--- src/common/cart_pkg.sv ---
// Shared types and sizes; VRAM is fixed at 16 KB and only eight control registers exist
`default_nettype none

package cart_pkg;

	// --------------------
	// Sizes and constants
	// --------------------
	localparam int VRAM_AW         = 14;	// 16 K bytes
	localparam int NUM_REGS        = 8;
	localparam int REG_AW          = $clog2(NUM_REGS);
	localparam int LED_REG         = 7;		// Register driving the LEDs
	localparam int DEBOUNCE_CYCLES = 64;	// Stable samples per accepted key edge
	localparam int DEB_CW          = $clog2(DEBOUNCE_CYCLES);

	localparam logic [7:0] DBG_REG7_CMD = 8'h87;	// Second port 1 byte, write R#7
	localparam logic [7:0] NOPORT_RDATA = 8'hFF;	// Unimplemented port readback

	// --------------------
	// Enums
	// --------------------
	// Port select, same encoding as the CPU address bits A1:A0
	typedef enum logic [1:0] {
		PORT_DATA = 2'd0,	// VRAM data
		PORT_CTRL = 2'd1,	// Register / address setup, status
		PORT_PAL  = 2'd2,	// Palette, not implemented
		PORT_IND  = 2'd3	// Indirect register, not implemented
	} vdp_port_e;

	// vdp_port sequencer
	typedef enum logic [1:0] {
		ST_IDLE,
		ST_VRAM,	// Waiting for vram_done
		ST_ACK		// Port 1/2/3 action, then ack
	} port_state_e;

	// --------------------
	// Bus payloads
	// --------------------
	// One CPU-side access, 11 bits
	typedef struct packed {
		logic       wr;
		vdp_port_e  port;
		logic [7:0] wdata;
	} vdp_req_t;

	// One VRAM access, 23 bits
	typedef struct packed {
		logic               we;
		logic [VRAM_AW-1:0] addr;
		logic [7:0]         wdata;
	} vram_req_t;

endpackage

`default_nettype wire

--- src/hw/vdp/vdp_port.sv ---
// One access in flight at a time, host wins ties; no palette, no interrupts, ports 2/3 read FFh
`default_nettype none

module vdp_port
	import cart_pkg::*;
(
	input  logic       clk,
	input  logic       w_n_reset,
	// Host requester
	input  logic       host_req,
	input  vdp_req_t   host_cmd,
	output logic       host_ack,
	// Debugger requester
	input  logic       dbg_req,
	input  vdp_req_t   dbg_cmd,
	output logic       dbg_ack,
	output logic [7:0] rdata,		// Valid in the ack cycle
	// VRAM side
	output logic       vram_req,
	output vram_req_t  vram_cmd,
	input  logic       vram_done,
	input  logic [7:0] vram_rdata,
	output logic [1:0] led
);

	port_state_e        state;
	logic               ack_q;		// One-cycle ack, steered by own_dbg
	logic               own_dbg;		// Debugger owns the current access
	vdp_req_t           cur;		// Captured access
	vdp_req_t           next_cmd;
	logic               take_host;
	logic               take_dbg;
	logic               latch;		// First port 1 byte is held
	logic [7:0]         latch_byte;
	logic [VRAM_AW-1:0] ptr;		// VRAM address pointer
	logic [7:0]         regs [NUM_REGS];
	logic [1:0]         led_q;

	// --------------------
	// Arbitration
	// --------------------
	// No new grant during the ack cycle, the requester still holds req there
	assign take_host = (state == ST_IDLE) && !ack_q && host_req;
	assign take_dbg  = (state == ST_IDLE) && !ack_q && dbg_req && !host_req;
	assign next_cmd  = take_host ? host_cmd : dbg_cmd;

	assign host_ack = ack_q && !own_dbg;
	assign dbg_ack  = ack_q && own_dbg;

	// VRAM request held for the whole ST_VRAM stay
	assign vram_req = (state == ST_VRAM);
	assign vram_cmd = '{we: cur.wr, addr: ptr, wdata: cur.wdata};

	assign led = led_q;

	// --------------------
	// Sequencer and register file
	// --------------------
	always_ff @(posedge clk) begin
		if (!w_n_reset) begin
			state   <= ST_IDLE;
			ack_q   <= 1'b0;
			own_dbg <= 1'b0;
			latch   <= 1'b0;
			ptr     <= '0;
			led_q   <= '0;
			for (int i = 0; i < NUM_REGS; i++) begin
				regs[i] <= '0;
			end
		end else begin
			ack_q <= 1'b0;
			led_q <= regs[LED_REG][1:0];	// LED lags the register by one cycle
			case (state)
				ST_IDLE: begin
					if (take_host || take_dbg) begin
						own_dbg <= !take_host;
						state   <= (next_cmd.port == PORT_DATA) ? ST_VRAM : ST_ACK;
					end
				end
				ST_VRAM: begin
					if (vram_done) begin
						ptr   <= ptr + 1'b1;	// Wraps at 16 K
						latch <= 1'b0;		// Data port access breaks a pair
						ack_q <= 1'b1;
						state <= ST_IDLE;
					end
				end
				ST_ACK: begin
					if (cur.port == PORT_CTRL) begin
						if (!cur.wr) begin
							latch <= 1'b0;		// Status read resets the pair
						end else if (!latch) begin
							latch <= 1'b1;		// First byte
						end else begin
							latch <= 1'b0;
							// Bit 7 picks register write over address setup
							if (cur.wdata[7])
								regs[cur.wdata[REG_AW-1:0]] <= latch_byte;
							else
								ptr <= {cur.wdata[5:0], latch_byte};
						end
					end
					ack_q <= 1'b1;
					state <= ST_IDLE;
				end
				default: state <= ST_IDLE;
			endcase
		end
	end

	// --------------------
	// Payload capture
	// --------------------
	always_ff @(posedge clk) begin
		if (take_host || take_dbg)
			cur <= next_cmd;
		if (state == ST_ACK) begin
			if (cur.port == PORT_CTRL && cur.wr && !latch)
				latch_byte <= cur.wdata;
			// Status is the latch flag in bit 7, taken before the clear
			rdata <= (cur.port == PORT_CTRL) ? {latch, 7'd0} : NOPORT_RDATA;
		end
		if (state == ST_VRAM && vram_done && !cur.wr)
			rdata <= vram_rdata;
	end

endmodule

`default_nettype wire

--- config.mk ---
export PLATFORM = sky130hd
export DESIGN_NAME = vdp_port
export DESIGN_NICKNAME = d
export VERILOG_FILES = /design/src/common/cart_pkg.sv /design/src/hw/vdp/vdp_port.sv
export SDC_FILE = /design/constraint.sdc
export NUM_CORES = 1
export LEC_CHECK = 0
export BUFFER_PORTS_ARGS = -buffer_cell sky130_fd_sc_hd__buf_4
export CORE_MARGIN = 5
export CORE_UTILIZATION = 30
export DETAILED_ROUTE_END_ITERATION = 10
export SYNTH_ARGS = -nofsm -noshare
export SYNTH_HDL_FRONTEND = slang
export SYNTH_SLANG_ARGS = --single-unit
--- constraint.sdc ---
create_clock -name clk -period 2.73 [get_ports clk]
set_clock_uncertainty 0.05 [all_clocks]
set_input_delay 0.546 -clock clk [delete_from_list [all_inputs] [get_ports clk]]
set_output_delay 0.546 -clock clk [all_outputs]
set_load 0.05 [all_outputs]
**Word level (Yosys, flattened, before mapping)**

Memories as Yosys holds them, arrays and structs flattened. A register that Yosys moved wholly into a read port is not among the register bits.
Cells that the tools add are included.

- Add/subtract/negate cells: 1
- Equality and inequality tests: 9
- Multiplexer cells: 32
- Reductions and logical operators: 28

Operators by type and width:

| operator | count |
|---|---|
| two-way mux 14 bit | 5 |
| two-way mux 8 bit | 4 |
| one-hot mux 14 bit (2 select lines) | 1 |
| adder 14 x 1 -> 14 bit, second input constant | 1 |
| two-way mux 1 bit | 14 |
| two-way mux 11 bit | 1 |
| logical AND 1 bit | 10 |
| inequality test 2 bit, second input constant | 4 |
| OR reduction 8 bit | 1 |
| zero test 1 bit | 7 |
| two-way mux 2 bit | 3 |
| AND reduction 2 bit | 3 |
| AND reduction 6 bit | 1 |
| == test 2 x 1 -> 1 bit, second input constant | 2 |
| zero test 2 bit | 2 |
| inequality test 2 x 1 -> 1 bit, second input constant | 2 |
| one-hot mux 1 bit (2 select lines) | 2 |
| one-hot mux 2 bit (2 select lines) | 1 |
| nonzero test 2 bit | 2 |
| two-way mux 3 bit | 1 |
| AND reduction 3 bit | 1 |
| == test 2 bit, second input constant | 1 |
| logical OR 1 bit | 1 |

- Flip-flop bits (word level): 46
- Memory bits (writable): 64
- Output and inout port bits: 36
- Memories: 1

Memory list:

| name | words | bits a word | rd ports | clocked after memory_dff | wr ports | line | source |
|---|---|---|---|---|---|---|---|
| regs | 8 | 8 | 1 | 1 | 8 | vdp_port.sv:36 | `logic [7:0] regs [NUM_REGS];` |

**Depth between registers and ports, before layout**

Gate-level depths: netlist (run 1).

- Depth after elaboration: 9
- Gate-level depth with buffers: 8
- Mapped depth without buffers: 6

**Worst setup path before layout (run 1)**

OpenSTA, ideal clock, no wires.

- Kind: register to register
- From: register state[0]
- To: register state[0]
- Setup time: 71 ps
- Arrival: 1935 ps
- Slack: 674 ps
- Stages on the path, launching flop included: 6
- Path buffers: 0
- Clock period less this slack: 2056 ps
- Path through: dfxtp_1 > inv_1 > ha_1 > nor3b_1 > nand4_1 > a21oi_1

- Cells in the longest elaborated chain, start to end: 8
- Elaborated cells between the ends (all ways): 15

RTL lines:

| item | line | source |
|---|---|---|
| from (decl) | vdp_port.sv:26 | `port_state_e state;` |
| from (signal assigned) | vdp_port.sv:77 | `state <= (next_cmd.port == PORT_DATA) ? ST_VRAM : ST_ACK;` |
| zero test 2 bit | vdp_port.sv:43, vdp_port.sv:44, vdp_port.sv:73 |  |
| logical AND 1 bit | vdp_port.sv:43, vdp_port.sv:44 |  |
| logical AND 1 bit | vdp_port.sv:43 | `assign take_host = (state == ST_IDLE) && !ack_q && host_req;` |
| two-way mux 11 bit | vdp_port.sv:45 | `assign next_cmd = take_host ? host_cmd : dbg_cmd;` |
| zero test 2 bit | vdp_port.sv:77 |  |
| two-way mux 2 bit | vdp_port.sv:77 |  |
| two-way mux 2 bit | vdp_port.sv:75 | `if (take_host \|\| take_dbg) begin` |
| one-hot mux 2 bit (2 select lines) | vdp_port.sv:73 | `case (state)` |

Parallel ways exist; a longest one is shown, timed or not. The select of a mux whose other input is x is not followed.
A chain may end at the register's enable or synchronous reset.

**Worst setup path after layout (run 1)**

- From: register state[0]
- To: register ptr[6]

- Cells in the longest elaborated chain, start to end: 3
- Elaborated cells between the ends (all ways): 10

RTL lines:

| item | line | source |
|---|---|---|
| == test 2 bit / == test 2 x 1 -> 1 bit (equally long branches) | vdp_port.sv:73 |  |
| inequality test 2 bit (no line), or another cell as far along | n/a |  |
| AND reduction 6 bit (no line) | n/a |  |
| to (signal assigned) | vdp_port.sv:82 | `ptr <= ptr + 1'b1;` |
| to (signal assigned) | vdp_port.sv:100 | `ptr <= {cur.wdata[5:0], latch_byte};` |
| to (decl) | vdp_port.sv:35 | `logic [VRAM_AW-1:0] ptr;` |

Parallel ways exist; a longest one is shown, timed or not.

==> impl_results.md, run 1 <==
* Final Max Slew Viols at 0
* Routability Congestion at roughly 0.85
* Vias per cell at approximately 5.0
* Inserted Clock Buffers at 5
* Final nets at around 340
* Tmin final at roughly 2200 ps
* RSZ-0062 raised after global routing: false
* Vias in the first global route at about 2,000
* Status: completed
* Initial DRC Count at 197
* Synth unique cells at between 40 and 50
* CP Cell Sequence: inv_1, ha_1, buf_4, mux2_2, o221a_2
* Initial antenna violation count at 0
* Worst setup SP type: flip-flop
* Synth cell count leaders: 29 x edfxtp_1, 21 x dfxtp_1, 19 x nor2_1
* Clk_lat worst skew at 300 ps
* Core Rows at 33
* Routed WL at about 6.2 mm
* Post-CTS resize count at 0
* Worst-Margin Slew at 720 ps
* Seq cells post-synth at 50
* Die ar. at approximately 0.010 mm2
* Async S/R FF share, synth at 0%
* Largest cells by area after synthesis: edfxtp_1 34%, dfxtp_1 17%, mux2_2 5.3%
* Setup violators final at 0
* Setup TNS at 0 ps
* Drc violations at 0
* Die width at 102 um
* Synth Flop Type: edfxtp_1
* Cell Area, Synth at 0.00254 mm2
* Hold_buf cts at 0
* Max VDD drop at approximately 0.29 mV
* Total track usage at about an eighth
* Number of enable flip-flop cells after synthesis at 29
* Placed Area at 0.00310 mm2
* FF+latch area at 0.00129 mm2
* Synthesis Warnings at 0
* Post-DP HPWL at 4.68 mm
* CP required at about 2900 ps
* CP peak stage delay at 620 ps
* DR vias at 2,058
* Antenna cells at 0
* Worst Path Arrival at around 2300 ps
* Register area share after synthesis at between 50% and 60%
* Count leader, synth: edfxtp_1
* Mean Syn Cell Area at between 10 and 15 um2
* Fillers at between 800 and 900
* Layout cell share with drive strength beyond 1 at a little under a third
* Drt wl/cell at approximately 15 um
* Layout area overhead at 26.5%
* Final ANT Viol Nets at 0
* Multi-input gate area at 0.00111 mm2
* Top cell type's share of synthesized area at between 30% and 40%
* Syn Inst Count at roughly 240
* Max-cap violations at 0
* Initial Utilization at between 30% and 40%
* Tot Pwr at around 2.2 mW
* Worst Hold Class: reg2reg
* Period utilization at 79.6%
* Synthesized net count at between 200 and 300
* Pin count of the biggest net entering global routing at 24
* Power per cell area at ~690 mW/mm2
* TritonCTS clock tree: yes
* Fin. Hold Viols at 0
* Hold slack at between 400 and 500 ps
* Clock-pin slew on the worst setup and hold paths at roughly 100 ps
* Die height at between 100 and 150 um
* CTS root buffer: clkbuf_8
* CTS Buffer Depth at 2
* Post-CTS setup buffer count at 0
* Max Freq at 460 MHz
* Slowest-stage cell, CP: ha_1
* Area leader, netlist: edfxtp_1
* Critical Path Sink Type: flip-flop
* Core area at 0.00822 mm2
* Max-slew headroom at around half
* Clk sinks at 50
* I/O pin cnt at a little over 70
* Gr ovfl total at 0
* Crit path max fanout at 23
* Setup CP Type: reg2reg
* Post-route design area at between 0.003 and 0.004 mm2
* Static Leak at between 1 and 1.5 nW
* CTS H-tree depth at 2
* I/O Buffers at 70
* DR pass1 iterations at 4
* First-pass GRT wire length at roughly 10 mm
[per-stage QoR]
step                cells  worst slack [ps]  util [%]
floorplan             244               674         -
global placement      401               615      37.8
detailed placement    401               558      37.8
CTS                   409               565      39.1
global route          409               351      39.1
finish                409               557      39.1
[layout by cell type (no fill, tap or decap), types with 5 or more instances in the layout]
cell type and count:
a21oi_1 13, a31oi_1 7, and2_1 8, buf_4 73, clkbuf_8 5, dfxtp_1 21, edfxtp_1 29, inv_1 7
mux2_2 12, nand2_1 16, nand2b_1 5, nand3_1 8, nand4_1 6, nor2_1 19, nor3_1 8, o21a_1 10
o21ai_0 6
[logic make-up (layout without fill, tap and decap cells)]
family | count (synthesis) | count (layout) | synth area share [%]
and+or+nand+nor | 87 | 87 | 18.5
DFF | 50 | 50 | 50.8
adders and majority gates | 4 | 4 | 1.97
AOI/OAI and AO/OA | 60 | 60 | 16.4
muxes | 15 | 15 | 6.70
buffers and inverters | 28 | 88 | 5.61
[final timing paths]
check | endpoint | slack (ps) | depth (start not counted) | from
setup / recovery | ptr[6]$_SDFFE_PN0P_ | 560 | 5 | state[0]$_SDFFE_PN0P_
hold / removal | led[0]$_SDFF_PN0_ | 410 | 1 | regs[7][0]$_SDFFCE_PN0P_
hold reg to reg | led[0]$_SDFF_PN0_ | 410 | 1 | regs[7][0]$_SDFFCE_PN0P_
setup reg to reg | ptr[6]$_SDFFE_PN0P_ | 560 | 5 | state[0]$_SDFFE_PN0P_
[area by class of cell]
class / instances / area share (%)
Tap cell: 105 / 4.09
Multi-Input combinational cell: 166 / 34.4
Clock inverter: 2 / 1.17
Timing Repair Buffer: 73 / 17.0
Clock buffer: 6 / 2.26
Sequential cell: 50 / 40.2
Inverter: 7 / 0.817
[critical path, delay by kind of cell (launching register included)]
| family | cells | cell delay (ps) |
|---|---|---|
| buf+inv | 2 | 450 |
| flops | 1 | 330 |
| compound gates | 1 | 260 |
| mux | 1 | 360 |
| fa+ha+maj | 1 | 620 |
[layer usage]
metal / global-route usage [%] / up-vias / share of wire [%] / wire (um)
met3: 3.75 / 5 / 7.6 / 469
met4: 3.43 / 0 / 0.99 / 61
met5: 0 / - / 0 / 0
met2: 18.0 / 77 / 44 / 2710
met1: 17.9 / 952 / 48 / 2930
li1: - / 1024 / - / -
[power by group]
group	internal, mW	switching (mW)
registers	0.910	0.0774
clock network	0.274	0.252
logic	0.249	0.470
[sequential cells by signal (all words and copies together), names as in the netlist, 2 cells and up]
signal / cells
rdata: 8
led: 2
ptr: 14
vram_cmd: 9
latch_byte: 8
regs: 2
cur: 2
state: 2
(Power assumes the default switching activity.)
==> inputs of run 2 (changes only) <==
- clock period: 2.73 -> 1.8 ns (I/O delays scaled with it)
==> run 2 against run 1 <==
Hold slack got worse by 140 ps. Wire length increased by 8.8%. Clock power increased by 51%. Non-clock buffer count increased by 19. Critical path depth increased by 1. Register-to-register slack got worse by 530 ps. Power grew 58%. Sequential power increased by 51%. Cell area grew 5.7%. Fmax grew 22%. Cell count is 4.6% higher. Highest routed layer unchanged.
==> impl_results.md, run 2 (synthesis gave the netlist of run 1 again) <==
* Status: completed
* Max-slew headroom at 74.2%
* Pre-CTS WS at ~33 ps
* Layout cell share with drive strength beyond 1 at 39.6%
* CTS H-tree depth at 2
* CTS Buffer Depth at 2
* RSZ-0062 raised after global routing: true
* Most common cell after layout, fill and taps aside: buf_4
* Die width at roughly 100 um
* Drc violations at 0
* Layout area overhead at 33.7%
* Setup TNS at 0 ps
* Flop pwr share at about 42%
* Drt wl/cell at between 15 and 20 um
* Routability Congestion at 0.866
* Die ar. at 0.0104 mm2
* Antenna cells at 0
* Comb power frac at 35.1%
* Post-CTS setup buffer count at 0
* Final ANT Viol Nets at 0
* Core area at a little over 0.008 mm2
* Cell Int Power at between 2 and 2.5 mW
* Top reg by flops: ptr
* Worst-Margin Slew at about 390 ps
* DR vias at between 2,000 and 2,500
* Fin worst setup slack at about 23 ps
* Initial DRC Count at between 150 and 200
* I/O Buffers at 70
* Clock-pin slew on the worst setup and hold paths at approximately 100 ps
* Pin count of the biggest net entering global routing at 20
* Initial antenna violation count at 0
* Max reg flops at 14
* CP required at ~1900 ps
* TritonCTS clock tree: yes
* Vias per cell at between 5 and 6
* Initial Utilization at approximately 31%
* Clk sinks at 50
* I/O pin cnt at 71
* Clock network power share at between 20% and 30%
* Tmin final at between 1500 and 2000 ps
* Post-DP HPWL at 5.15 mm
* Gr ovfl total at 0
* Clk_lat worst skew at slightly above 300 ps
* Die height at roughly 100 um
* Hold_buf cts at 0
* Worst setup SP type: flip-flop
* Placed cell count at between 400 and 500
* Fin. Hold Viols at 0
* Max-cap violations at 0
* Final nets at ~360
* Static Leak at about 1.3 nW
* Final Max Slew Viols at 0
* Routed WL at approximately 6.7 mm
* Worst Hold Class: in2reg
* Power per cell area at approximately 1000 mW/mm2
* Critical Path Sink Type: flip-flop
* Most frequent cells in the layout: 91 x buf_4, 29 x edfxtp_1, 19 x nor2_1
* Period utilization at 98.7%
* Total track usage at between 10% and 20%
* Max Freq at approximately 560 MHz
* Worst Path Arrival at about 1900 ps
* Post-Route Utilization at about two fifths
* CTS root buffer: clkbuf_8
* Post-CTS resize count at 0
* Net Sw Frac at a little over a third
* Crit path max fanout at 10
* Vias in the first global route at roughly 2,100
* Setup violators final at 0
* Setup CP Type: reg2reg
* Inserted Clock Buffers at 5
* Tot Pwr at ~3.5 mW
* Core Rows at 33
* DR pass1 iterations at 4
* Net Switching at approximately 1.2 mW
* First-pass GRT wire length at about 11 mm
* Non-filler cells, final at 428
* Max VDD drop at 0.472 mV
[run 2: cell types whose count changed in the layout (fill, tap and decap cells not counted), moves of 2 or more]
| cell | delta |
|---|---|
| ha_2 | +2 |
| ha_1 | -3 |
| dfxtp_2 | +8 |
| buf_4 | +18 |
| dfxtp_1 | -8 |
[run 2: final timing paths]
check | end | cells past startpoint | start | slack [ps]
worst max-delay path | ptr[7]$_SDFFE_PN0P_ | 6 | state[1]$_SDFFE_PN0P_ | 20
worst min-delay path | ack_q$_SDFF_PN0_ | 3 | vram_done | 270
worst max register to register | ptr[7]$_SDFFE_PN0P_ | 6 | state[1]$_SDFFE_PN0P_ | 20
worst min register to register | led[0]$_SDFF_PN0_ | 1 | regs[7][0]$_SDFFCE_PN0P_ | 400
[run 2: area by class of cell]
cell class | count | area [um2]
clock buffers | 7 | 76.3
inverters | 7 | 26.3
multi-input cells | 166 | 1130
repair buffers | 92 | 703
clock inverters | 1 | 30.0
flip-flops and latches | 50 | 1300
well taps | 105 | 131
fillers | 793 | 4820
[run 2: power groups by stage]
stage,Clock (mW),Sequential [mW],Combinational [mW]
after floorplan,0,1.68,0.647
after global placement,0,1.51,1.22
after detailed placement,0,1.51,1.22
after CTS,0.804,1.49,1.23
after global routing,0.866,1.51,1.33
final,0.793,1.49,1.23
[run 2: stage by stage]
stage,instance area (um2),hold slack (ps)
floorplan,2560,376
global placement,3270,386
detailed placement,3270,390
CTS,3380,262
global route,3400,251
finish,3400,265
[run 2: worst max-delay path: stages, from the launching register on]
cell	delay, ps
dfxtp_2	350
inv_1	80
ha_2	210
nand2b_1	140
nand2_1	270
o311ai_0	410
o21ai_0	140
[run 2: metal layers]
metal  wire length [um]  global-route usage [%]  vias to the layer above
met5                  0                       0                        -
met4                148                    5.35                        0
met3                591                    3.41                       12
met2               2980                    19.7                       96
met1               3000                    18.7                     1009
li1                   -                       -                     1061
