### src/common/cart_pkg.sv
// Shared types and sizes; VRAM is fixed at 16 KB and only eight control registers exist
`default_nettype none

package cart_pkg;

	// --------------------
	// Sizes and constants
	// --------------------
	localparam int VRAM_AW         = 14;	// 16 K bytes
	localparam int NUM_REGS        = 8;
	localparam int REG_AW          = $clog2(NUM_REGS);
	localparam int LED_REG         = 7;		// Register driving the LEDs
	localparam int DEBOUNCE_CYCLES = 64;	// Stable samples per accepted key edge
	localparam int DEB_CW          = $clog2(DEBOUNCE_CYCLES);

	localparam logic [7:0] DBG_REG7_CMD = 8'h87;	// Second port 1 byte, write R#7
	localparam logic [7:0] NOPORT_RDATA = 8'hFF;	// Unimplemented port readback

	// --------------------
	// Enums
	// --------------------
	// Port select, same encoding as the CPU address bits A1:A0
	typedef enum logic [1:0] {
		PORT_DATA = 2'd0,	// VRAM data
		PORT_CTRL = 2'd1,	// Register / address setup, status
		PORT_PAL  = 2'd2,	// Palette, not implemented
		PORT_IND  = 2'd3	// Indirect register, not implemented
	} vdp_port_e;

	// vdp_port sequencer
	typedef enum logic [1:0] {
		ST_IDLE,
		ST_VRAM,	// Waiting for vram_done
		ST_ACK		// Port 1/2/3 action, then ack
	} port_state_e;

	// --------------------
	// Bus payloads
	// --------------------
	// One CPU-side access, 11 bits
	typedef struct packed {
		logic       wr;
		vdp_port_e  port;
		logic [7:0] wdata;
	} vdp_req_t;

	// One VRAM access, 23 bits
	typedef struct packed {
		logic               we;
		logic [VRAM_AW-1:0] addr;
		logic [7:0]         wdata;
	} vram_req_t;

endpackage

`default_nettype wire

### src/hw/debugger/key_debugger.sv
// Keys are active low; a press during a running write sequence is ignored
`default_nettype none

module key_debugger
	import cart_pkg::*;
(
	input  logic       clk,
	input  logic       w_n_reset,
	input  logic [1:0] keys,		// 0 = pressed
	input  logic       ack,
	output logic       req,
	output vdp_req_t   cmd
);

	typedef enum logic [1:0] {
		DBG_IDLE,
		DBG_VAL,	// Value byte on port 1
		DBG_GAP,	// req low for one cycle
		DBG_REG		// 87h, write register 7
	} dbg_state_e;

	dbg_state_e        state;
	logic [1:0]        key_meta;
	logic [1:0]        key_sync;
	logic [1:0]        key_stable;	// Debounced level
	logic [DEB_CW-1:0] deb_cnt [2];
	logic [1:0]        press;		// Accepted 1 -> 0 edge, one cycle
	logic [7:0]        shadow;		// Copy of the value sent to register 7

	// --------------------
	// Debounce
	// --------------------
	always_ff @(posedge clk) begin
		if (!w_n_reset) begin
			key_meta   <= 2'b11;
			key_sync   <= 2'b11;
			key_stable <= 2'b11;
			press      <= '0;
			deb_cnt[0] <= '0;
			deb_cnt[1] <= '0;
		end else begin
			key_meta <= keys;
			key_sync <= key_meta;
			for (int k = 0; k < 2; k++) begin
				press[k] <= 1'b0;
				if (key_sync[k] == key_stable[k]) begin
					deb_cnt[k] <= '0;		// Bounce restarts the count
				end else if (deb_cnt[k] == DEB_CW'(DEBOUNCE_CYCLES - 1)) begin
					key_stable[k] <= key_sync[k];
					press[k]      <= !key_sync[k];
					deb_cnt[k]    <= '0;
				end else begin
					deb_cnt[k] <= deb_cnt[k] + 1'b1;
				end
			end
		end
	end

	// --------------------
	// Write sequence
	// --------------------
	always_ff @(posedge clk) begin
		if (!w_n_reset) begin
			state  <= DBG_IDLE;
			shadow <= '0;
		end else begin
			case (state)
				DBG_IDLE: begin
					if (press[0]) begin
						shadow <= shadow + 1'b1;	// Shadow is also the value byte
						state  <= DBG_VAL;
					end else if (press[1]) begin
						shadow <= '0;
						state  <= DBG_VAL;
					end
				end
				DBG_VAL: if (ack) state <= DBG_GAP;
				DBG_GAP: state <= DBG_REG;
				DBG_REG: if (ack) state <= DBG_IDLE;
				default: state <= DBG_IDLE;
			endcase
		end
	end

	assign req = (state == DBG_VAL) || (state == DBG_REG);
	assign cmd = '{wr: 1'b1, port: PORT_CTRL,
		wdata: (state == DBG_REG) ? DBG_REG7_CMD : shadow};

endmodule

`default_nettype wire

### config.mk
export PLATFORM = sky130hd
export DESIGN_NAME = key_debugger
export DESIGN_NICKNAME = d
export VERILOG_FILES = /design/src/common/cart_pkg.sv /design/src/hw/debugger/key_debugger.sv
export SDC_FILE = /design/constraint.sdc
export NUM_CORES = 1
export LEC_CHECK = 0
export ABC_AREA = 1
export BUFFER_PORTS_ARGS = -buffer_cell sky130_fd_sc_hd__buf_2
export CAP_MARGIN = 20
export CORE_ASPECT_RATIO = 0.5
export CORE_MARGIN = 2
export CORE_UTILIZATION = 39
export CTS_CLUSTER_DIAMETER = 30
export DETAILED_ROUTE_END_ITERATION = 10
export GPL_TIMING_DRIVEN = 0
export SLEW_MARGIN = 20
export SYNTH_ARGS = -nofsm -noshare
export SYNTH_HDL_FRONTEND = slang
export SYNTH_SLANG_ARGS = --single-unit
### constraint.sdc
create_clock -name clk -period 2.4 [get_ports clk]
set_input_delay 0.12 -clock clk [delete_from_list [all_inputs] [get_ports clk]]
set_output_delay 0.12 -clock clk [all_outputs]
set_load 0.1 [all_outputs]
* After elaboration in Yosys (flattened, before gate mapping) *
Memories as Yosys holds them, arrays and structs flattened.
Index checks and enable logic that the tools add are counted.

storage, ports and cells
  register bits after elaboration = 18
  latch bits = 0
  RAM bits = 12
  ROM bits = 0
  input port bits = 5
  output and inout bits = 12
  logic and storage cells = 81
  memories = 1

memories
  name     words  bits a word  rd ports  clocked after Yosys merged registers in  write ports  line                RTL
  deb_cnt  2      6            2         0                                        2            key_debugger.sv:26  logic [DEB_CW-1:0] deb_cnt [2];

operators by class
  add/sub/neg operators = 3
  $mul = 0
  divide/modulo/power cells = 0
  magnitude comparators = 0
  equal/unequal tests = 10
  shift operators = 0
  multiplexer cells = 37
  bitwise logic cells = 11
  reductions and logical operators = 11

operator list
  cell                   number
  $mux W6                6
  $mux W8                3
  $mux W1                23
  $add A6 B1 Y6 const B  2
  $eq A6 B6 Y1 const B   2
  $add A8 B1 Y8 const B  1
  $mux W2                4
  $pmux W2 S4            1
  $or A1 B1 Y1           6
  $reduce_and A2 Y1      3
  $reduce_or A3 Y1       2
  $not A1 Y1             5
  $eq A2 B2 Y1 const B   2
  $ne A2 B2 Y1 const B   2
  $ne A3 B3 Y1 const B   1
  $reduce_and A3 Y1      1
  $eq A1 B1 Y1           2
  $eq A2 B1 Y1 const B   1
  $logic_not A1 Y1       2
  $logic_not A2 Y1       1
  $reduce_bool A2 Y1     1
  $logic_or A1 B1 Y1     1

* Depth between registers and ports, before layout *
Gate-level depths: netlist (run 1).
An unclocked memory read counts as a cell.

  depth after elaboration = 8
  depth in mapped cells = 9
  mapped depth without buffers = 9

* Worst setup path before layout (run 1) *
OpenSTA, ideal clock, no wires.

  path type = register -> output
  start point = register state[0]
  end point = output port cmd[3] (netlist name)
  arrival time = 1.864 ns
  data required time = 2.280 ns
  path slack = 0.416 ns
  stages on the path, launching flop included = 3
  path buffers = 0
  cell sequence = dfxtp_1 > ha_1 > nor2_1

RTL lines
  element                 line                RTL
  from (decl)             key_debugger.sv:22  dbg_state_e state;
  from (signal assigned)  key_debugger.sv:64  state <= DBG_IDLE;
  from (signal assigned)  key_debugger.sv:71  state <= DBG_VAL;
  from (signal assigned)  key_debugger.sv:74  state <= DBG_VAL;
  to (decl)               key_debugger.sv:12  output vdp_req_t cmd

* Worst setup path after layout (run 1) *
  start point = register state[0]
  end point = output port req

on the way
  cells in the longest elaborated chain, start to end = 2
  elaborated cells between the ends (all ways) = 3
  those cells by class = eq/ne (2); reduce/logical (1)

ends and longest elaborated chain
  element                                              line                RTL
  $eq A2 B1 Y1 / $eq A2 B2 Y1 (equally long branches)  key_debugger.sv:85  assign req = (state == DBG_VAL) || (state == DBG_REG);
  $logic_or A1 B1 Y1 (*)                               key_debugger.sv:85
  to (decl)                                            key_debugger.sv:11  output logic req,

Mark *: on every way between the ends. The rest lies on a longest branch, timed or not.

==> results of run 1 <==
[state kept, by name, indices dropped and copies added (netlist names)]
register	cells
state	2
press	2
key_sync	2
key_stable	2
key_meta	2
shadow	8
deb_cnt	12
[cell usage in the layout (no fill, tap or decap)]
cell / netlist / layout
buf_4: 4 / 4
o21ai_1: 3 / 3
nand2_4: 2 / 2
nor3_1: 2 / 2
ha_1: 8 / 8
dfxtp_1: 18 / 18
inv_1: 22 / 22
nand3_1: 11 / 11
nor2_8: 1 / 1
nor2_1: 30 / 30
nand2_2: 2 / 2
nor3b_2: 2 / 2
nand3b_1: 2 / 2
nor2_4: 1 / 1
nand4_1: 1 / 1
buf_2: 0 / 12
clkinv_2: 1 / 2
clkbuf_8: 0 / 5
nand2_1: 32 / 32
nand3_2: 3 / 3
xor2_1: 2 / 2
o211ai_1: 1 / 1
inv_2: 3 / 3
conb_1: 2 / 15
a21oi_1: 9 / 9
clkinv_1: 0 / 1
or2_2: 7 / 7
nor2_2: 2 / 2
or2_4: 1 / 1
edfxtp_1: 12 / 12
clkbuf_1: 0 / 1
xnor2_1: 2 / 2
o21ai_0: 2 / 2
[metrics by stage]
stage	utilization (%)	area, µm²	power, mW	worst slack [ns]	std cells
after floorplan	-	1620	0.874	0.416	201
after global placement	45.1	1750	0.912	0.911	267
after detailed placement	45.1	1750	0.920	0.881	267
after CTS	47.2	1830	1.31	0.558	275
after global routing	47.2	1830	1.36	0.486	275
final	47.2	1830	1.29	0.609	275
[area by class of cell]
cell class / instances / area (µm²) / area share (%)
Multi-Input combinational cell: 141 / 774 / 42.3
Sequential cell: 30 / 721 / 39.3
Inverter: 26 / 98.8 / 5.39
Clock buffer: 6 / 72.6 / 3.96
Tap cell: 54 / 67.6 / 3.69
Timing Repair Buffer: 12 / 60.1 / 3.28
Buffer: 4 / 30.0 / 1.64
Clock inverter: 2 / 8.76 / 0.478
[per-layer routing]
metal | global-route usage, % | share of wire, % | up-vias
li1 | - | - | 640
met1 | 15.1 | 49 | 527
met2 | 19.5 | 44 | 16
met3 | 5.41 | 4.8 | 5
met4 | 6.52 | 1.7 | 0
met5 | 0 | 0 | -
[power groups by stage]
stage | registers, mW | clock network, mW | logic (mW)
finish | 0.575 | 0.383 | 0.333
global route | 0.578 | 0.419 | 0.365
detailed placement | 0.586 | 0 | 0.334
global placement | 0.583 | 0 | 0.328
floorplan | 0.579 | 0 | 0.295
CTS | 0.575 | 0.398 | 0.336
[how the worst max path moves through the flow]
stage,to
6_report,req
5_1_grt,req
4_1_cts,req
3_5_place_dp,req
3_3_place_gp,req
2_1_floorplan,cmd[3]
[cells by family after synthesis]
logic type	count (synthesis)
buffers and inverters	30
AOI/OAI and AO/OA	15
xor gates and xnor gates	4
other	2
DFF	30
adders and majority gates	8
and+or+nand+nor	99
==> impl_metrics.env, run 1 <==
export IMPL_synthFlopType="dfxtp_1"
export IMPL_cts_root_buf="clkbuf_8"
export IMPL_power_density_nw_per_um2=704
export IMPL_p_clk_share_pct=29.7
export IMPL_cts_hold_fix_buffers=0
export IMPL_cts_sink_count=30
export IMPL_grt_pass1_vias=1029
export IMPL_grt_pass1_wl_um=4350
export IMPL_holdPathEnd="key_meta[0]$_SDFF_PN1_"
export IMPL_critPathTopFamily="buffers and inverters"
export IMPL_muxShareOfSynthArea_pct=0
export IMPL_gp_congestion=0.746
export IMPL_numCtsBuffers=5
export IMPL_setup_tns_final_ns=0
export IMPL_hold_violations=0
export IMPL_grt_start_max_net_pins=10
export IMPL_cp_max_fo=8
export IMPL_die_area_um2=4590
export IMPL_status="completed"
export IMPL_cts_resized=0
export IMPL_ys_seq_area_share_pct=45.8
export IMPL_slowest_stage="buf_2"
export IMPL_synth_top_cells_by_count="nand2_1 (32), nor2_1 (30), inv_1 (22), dfxtp_1 (18), edfxtp_1 (12)"
export IMPL_postCtsSetupRepairBufs=0
export IMPL_async_flop_share_pct=0
export IMPL_r2r_end="deb_cnt[1][5]$_SDFFCE_PN0P_"
export IMPL_avgSynthCellArea_um2=8.38
export IMPL_antenna_found_initial=0
export IMPL_synth_top_family_by_area="simple AND/OR/NAND/NOR gates"
export IMPL_wirelength_um=2580
export IMPL_seqPwrFrac_pct=44.5
export IMPL_cts_tree="done"
export IMPL_die_w_um=93.9
export IMPL_crit_type="flop to primary output"
export IMPL_core_area_um2=3880
export IMPL_initial_utilization_pct=40.6
export IMPL_cp_depth=3
export IMPL_postRouteAntennaNets=0
export IMPL_io_pin_count=17
export IMPL_startpoint="state[0]$_SDFFE_PN0P_"
export IMPL_path_cells="ha_1 > or2_4 > buf_2"
export IMPL_rsz0062_at_grt="false"
export IMPL_min_period_ns=1.79
export IMPL_timing_fmax_mhz=558
export IMPL_drv_cap=0
export IMPL_cp_arrival_ns=1.67
export IMPL_synth_simple_gate_area_share_pct=32.1
export IMPL_power_leakage_nw=0.858
export IMPL_cp_data_required_time_ns=2.28
export IMPL_worstReg2RegStart="deb_cnt[1][0]$_SDFFCE_PN0P_"
export IMPL_power_switching_mw=0.452
export IMPL_slew_viol_final=0
export IMPL_p_sw_share_pct=35.0
export IMPL_synth_compound_area_share_pct=4.92
export IMPL_synth_warnings=0
export IMPL_rr_worst_depth=6
export IMPL_hold_class="input pin to flop"
export IMPL_clk_pin_slew_ns=0.06
export IMPL_dr_pass1_iters=4
export IMPL_drive_gt1_share_pct=21.3
export IMPL_port_buffer_count=12
export IMPL_timing_hold_ws_ns=0.0250
export IMPL_synth_adder_area_share_pct=6.35
export IMPL_ys_types=29
export IMPL_drt_initial_drc_count=35
export IMPL_syn_inst=188
export IMPL_grt_util_all_layers_pct=12.7
export IMPL_row_count=16
export IMPL_netlist_area_leader_share_pct=22.9
export IMPL_avgViaCountPerCell=4.32
export IMPL_ys_ff_latch=30
export IMPL_p_int_mw=0.840
export IMPL_hold_path_startpoint="keys[0]"
export IMPL_rrSetupSlack_ns=1.01
export IMPL_dpl_hpwl_um=1900
export IMPL_synth_top_area_cell="dfxtp_1"
export IMPL_areaGrowthSynthToFinish_pct=16.4
export IMPL_fillCellCount=412
export IMPL_synth_most_common_cell="nand2_1"
export IMPL_whs_path_depth=2
export IMPL_synth_xor_area_share_pct=2.22
export IMPL_vias=1188
export IMPL_timing_final_crit_share_pct=74.6
export IMPL_ys_top_cells_by_area="dfxtp_1 (23%), edfxtp_1 (23%), nand2_1 (7.6%), nor2_1 (7.1%), ha_1 (6.4%)"
export IMPL_drc_errors=0
export IMPL_diodes=0
export IMPL_mappedNetlistArea_um2=1580
export IMPL_path_buf_inv=1
export IMPL_cts_path_max_buffers=2
export IMPL_pwr_share_comb_pct=25.8
export IMPL_die_y_um=48.9
export IMPL_finClkSkew_ns=0.00743
export IMPL_synth_edf_count=12
export IMPL_post_drt_wl_per_cell_um=9.39
export IMPL_critPathCaptureType="primary output"
export IMPL_critPathLaunchType="flop"
export IMPL_max_stage_delay_ns=0.42
export IMPL_clock_latency_ns=0.28
export IMPL_htreeDepth=2
export IMPL_setup_viol=0
export IMPL_ir_drop_mv=0.275
export IMPL_fin_nets=233
export IMPL_grt_overflow=0
Power figures use the tool's default switching activity.
==> inputs of run 2 (changes only) <==
--- a/config.mk
+++ b/config.mk
@@ -5,7 +5,7 @@
 export SDC_FILE = /design/constraint.sdc
 export NUM_CORES = 1
 export LEC_CHECK = 0
-export ABC_AREA = 1
+export ABC_AREA = 0
 export BUFFER_PORTS_ARGS = -buffer_cell sky130_fd_sc_hd__buf_2
 export CAP_MARGIN = 20
 export CORE_ASPECT_RATIO = 0.5
==> constraint.sdc (replaced) <==
create_clock -name clk -period 1.75 [get_ports clk]
set_input_delay 0.0875 -clock clk [delete_from_list [all_inputs] [get_ports clk]]
set_output_delay 0.0875 -clock clk [all_outputs]
set_load 0.1 [all_outputs]
==> impl_metrics.env, run 2 <==
export IMPL_post_drt_wl_per_cell_um=10.4
export IMPL_grt_util_all_layers_pct=12.6
export IMPL_fillCellCount=336
export IMPL_io_pin_count=17
export IMPL_grt_start_max_net_pins=11
export IMPL_hold_path_startpoint="w_n_reset"
export IMPL_path_cells="inv_1 > ha_4 > o2111ai_2 > or4_1 > a21oi_1"
export IMPL_fin_util_pct=51.7
export IMPL_ys_ff_latch=30
export IMPL_die_area_um2=4310
export IMPL_critPathTopFamily="simple AND/OR/NAND/NOR gates"
export IMPL_synthFlopType="dfxtp_1"
export IMPL_netlist_area_leader_share_pct=24.5
export IMPL_cp_max_fo=8
export IMPL_max_flop_register="deb_cnt"
export IMPL_cts_root_buf="clkbuf_8"
export IMPL_wirelength_um=2470
export IMPL_avgSynthCellArea_um2=9.69
export IMPL_postRouteAntennaNets=0
export IMPL_slowest_stage="or4_1"
export IMPL_async_flop_share_pct=0
export IMPL_ys_types=33
export IMPL_timing_final_crit_share_pct=92.2
export IMPL_die_w_um=90.9
export IMPL_place_ws_ns=0.0405
export IMPL_setup_tns_final_ns=0
export IMPL_areaGrowthSynthToFinish_pct=23.9
export IMPL_htreeDepth=2
export IMPL_drt_initial_drc_count=32
export IMPL_dr_pass1_iters=4
export IMPL_ys_top_cells_by_area="dfxtp_1 (24%), edfxtp_1 (24%), ha_1 (6.8%), a21oi_1 (3.4%), o21ai_0 (3.4%)"
export IMPL_setup_ws_ns=0.137
export IMPL_synth_edf_count=12
export IMPL_drc_errors=0
export IMPL_hold_violations=0
export IMPL_core_area_um2=3530
export IMPL_clk_pin_slew_ns=0.07
export IMPL_vias=1081
export IMPL_path_buf_inv=1
export IMPL_rrSetupSlack_ns=0.14
export IMPL_place_area_um2=1650
export IMPL_gp_congestion=0.750
export IMPL_whs_path_depth=2
export IMPL_finClkSkew_ns=0.00445
export IMPL_postCtsSetupRepairBufs=0
export IMPL_largestRegisters="deb_cnt (12), shadow (8)"
export IMPL_final_cell_mix="dfxtp_1 (18), conb_1 (15), nor2_1 (12), edfxtp_1 (12)"
export IMPL_critPathCaptureType="flop"
export IMPL_mostFrequentLayoutCell="dfxtp_1"
export IMPL_worstReg2RegStart="state[0]$_SDFFE_PN0P_"
export IMPL_synth_top_cells_by_count="dfxtp_1 (18), edfxtp_1 (12), nor2_1 (12)"
export IMPL_clock_latency_ns=0.28
export IMPL_fin_area_um2=1820
export IMPL_drive_gt1_share_pct=18.7
export IMPL_die_y_um=47.5
export IMPL_synth_top_area_cell="dfxtp_1"
export IMPL_grt_pass1_wl_um=3930
export IMPL_r2r_end="shadow[7]$_SDFFE_PN0P_"
export IMPL_status="completed"
export IMPL_setup_viol=0
export IMPL_dpl_hpwl_um=1770
export IMPL_crit_type="flop to flop"
export IMPL_max_stage_delay_ns=0.51
export IMPL_timing_hold_ws_ns=0.0283
export IMPL_avgViaCountPerCell=4.54
export IMPL_cp_data_required_time_ns=1.97
export IMPL_grt_overflow=0
export IMPL_fin_nets=199
export IMPL_cp_arrival_ns=1.83
export IMPL_ys_seq_area_share_pct=48.9
export IMPL_largest_reg_flops=12
export IMPL_port_buffer_count=13
export IMPL_hold_class="input pin to flop"
export IMPL_cts_tree="done"
export IMPL_slew_viol_final=0
export IMPL_cts_sink_count=30
export IMPL_drv_cap=0
export IMPL_power_density_nw_per_um2=889
export IMPL_critPathLaunchType="flop"
export IMPL_rr_worst_depth=5
export IMPL_synth_most_common_cell="dfxtp_1"
export IMPL_rsz0062_at_grt="false"
export IMPL_syn_inst=152
export IMPL_grt_pass1_vias=904
export IMPL_mappedNetlistArea_um2=1470
export IMPL_power_leakage_nw=0.744
export IMPL_min_period_ns=1.61
export IMPL_initial_utilization_pct=41.7
export IMPL_holdPathEnd="key_sync[1]$_SDFF_PN1_"
export IMPL_numCtsBuffers=5
export IMPL_ir_drop_mv=0.297
export IMPL_antenna_found_initial=0
export IMPL_synth_warnings=0
export IMPL_row_count=15
export IMPL_timing_fmax_mhz=620
export IMPL_diodes=0
export IMPL_cts_path_max_buffers=2
==> run 2: worst register-to-register path, stage by stage, from the launching register on <==
cell and delay [ns]:
dfxtp_1 0.34, inv_1 0.15, ha_4 0.20, o2111ai_2 0.20, or4_1 0.51, a21oi_1 0.14
==> run 2: cells by family after synthesis <==
kind of cell,Yosys count,synth area share (%)
AOI/OAI and AO/OA,30,12.8
buffers and inverters,15,4.59
DFF,30,48.9
and+or+nand+nor,58,21.0
other,2,0.510
adders and majority gates,8,6.80
xor gates and xnor gates,9,5.35
==> run 2: final cells by class <==
| cell class | instances | area [µm²] | share of cell area [%] |
|---|---|---|---|
| buffer | 4 | 26.3 | 1.44 |
| clock buffer | 8 | 133 | 7.27 |
| multi-input combinational | 120 | 746 | 40.9 |
| tap | 51 | 63.8 | 3.50 |
| timing repair buffer | 15 | 97.6 | 5.35 |
| sequential | 30 | 721 | 39.5 |
| inverter | 10 | 37.5 | 2.06 |
==> run 2: worst max path at each step <==
stage,startpoint,endpoint,slack (ns),depth (start not counted)
finish,state[0]$_SDFFE_PN0P_,shadow[7]$_SDFFE_PN0P_,0.14,5
global route,state[0]$_SDFFE_PN0P_,shadow[5]$_SDFFE_PN0P_,0.01,5
CTS,state[0]$_SDFFE_PN0P_,shadow[7]$_SDFFE_PN0P_,0.01,5
detailed placement,state[0]$_SDFFE_PN0P_,shadow[7]$_SDFFE_PN0P_,0.04,5
global placement,state[0]$_SDFFE_PN0P_,shadow[7]$_SDFFE_PN0P_,0.08,5
floorplan,state[0]$_SDFFE_PN0P_,cmd[3],-0.37,3
==> run 2: per-layer routing <==
| layer | up-vias | global-route usage [%] | wire (µm) |
|---|---|---|---|
| met2 | 23 | 19.6 | 1040 |
| met5 | - | 0 | 0 |
| met1 | 469 | 15.0 | 1280 |
| met4 | 0 | 10.0 | 36 |
| met3 | 5 | 4.72 | 119 |
| li1 | 584 | - | - |
==> run 2: timing repair <==
action | CTS | global route
endpoints found under the hold margin | 2 | 0
setup endpoints to repair | 5 | 11
resized for setup | 5 | 2
hold buffers | 2 | 0
==> run 2: stage by stage <==
step	power [mW]	cells
2_1_floorplan	0.851	165
3_3_place_gp	0.866	229
3_5_place_dp	0.868	229
4_1_cts	1.64	239
5_1_grt	1.68	238
6_report	1.62	238
==> run 2: where the power goes <==
group	internal, mW	total (mW)	switching [mW]
registers	0.744	0.757	0.0132
logic	0.0326	0.102	0.0692
clock network	0.492	0.764	0.272
total	1.27	1.62	0.354
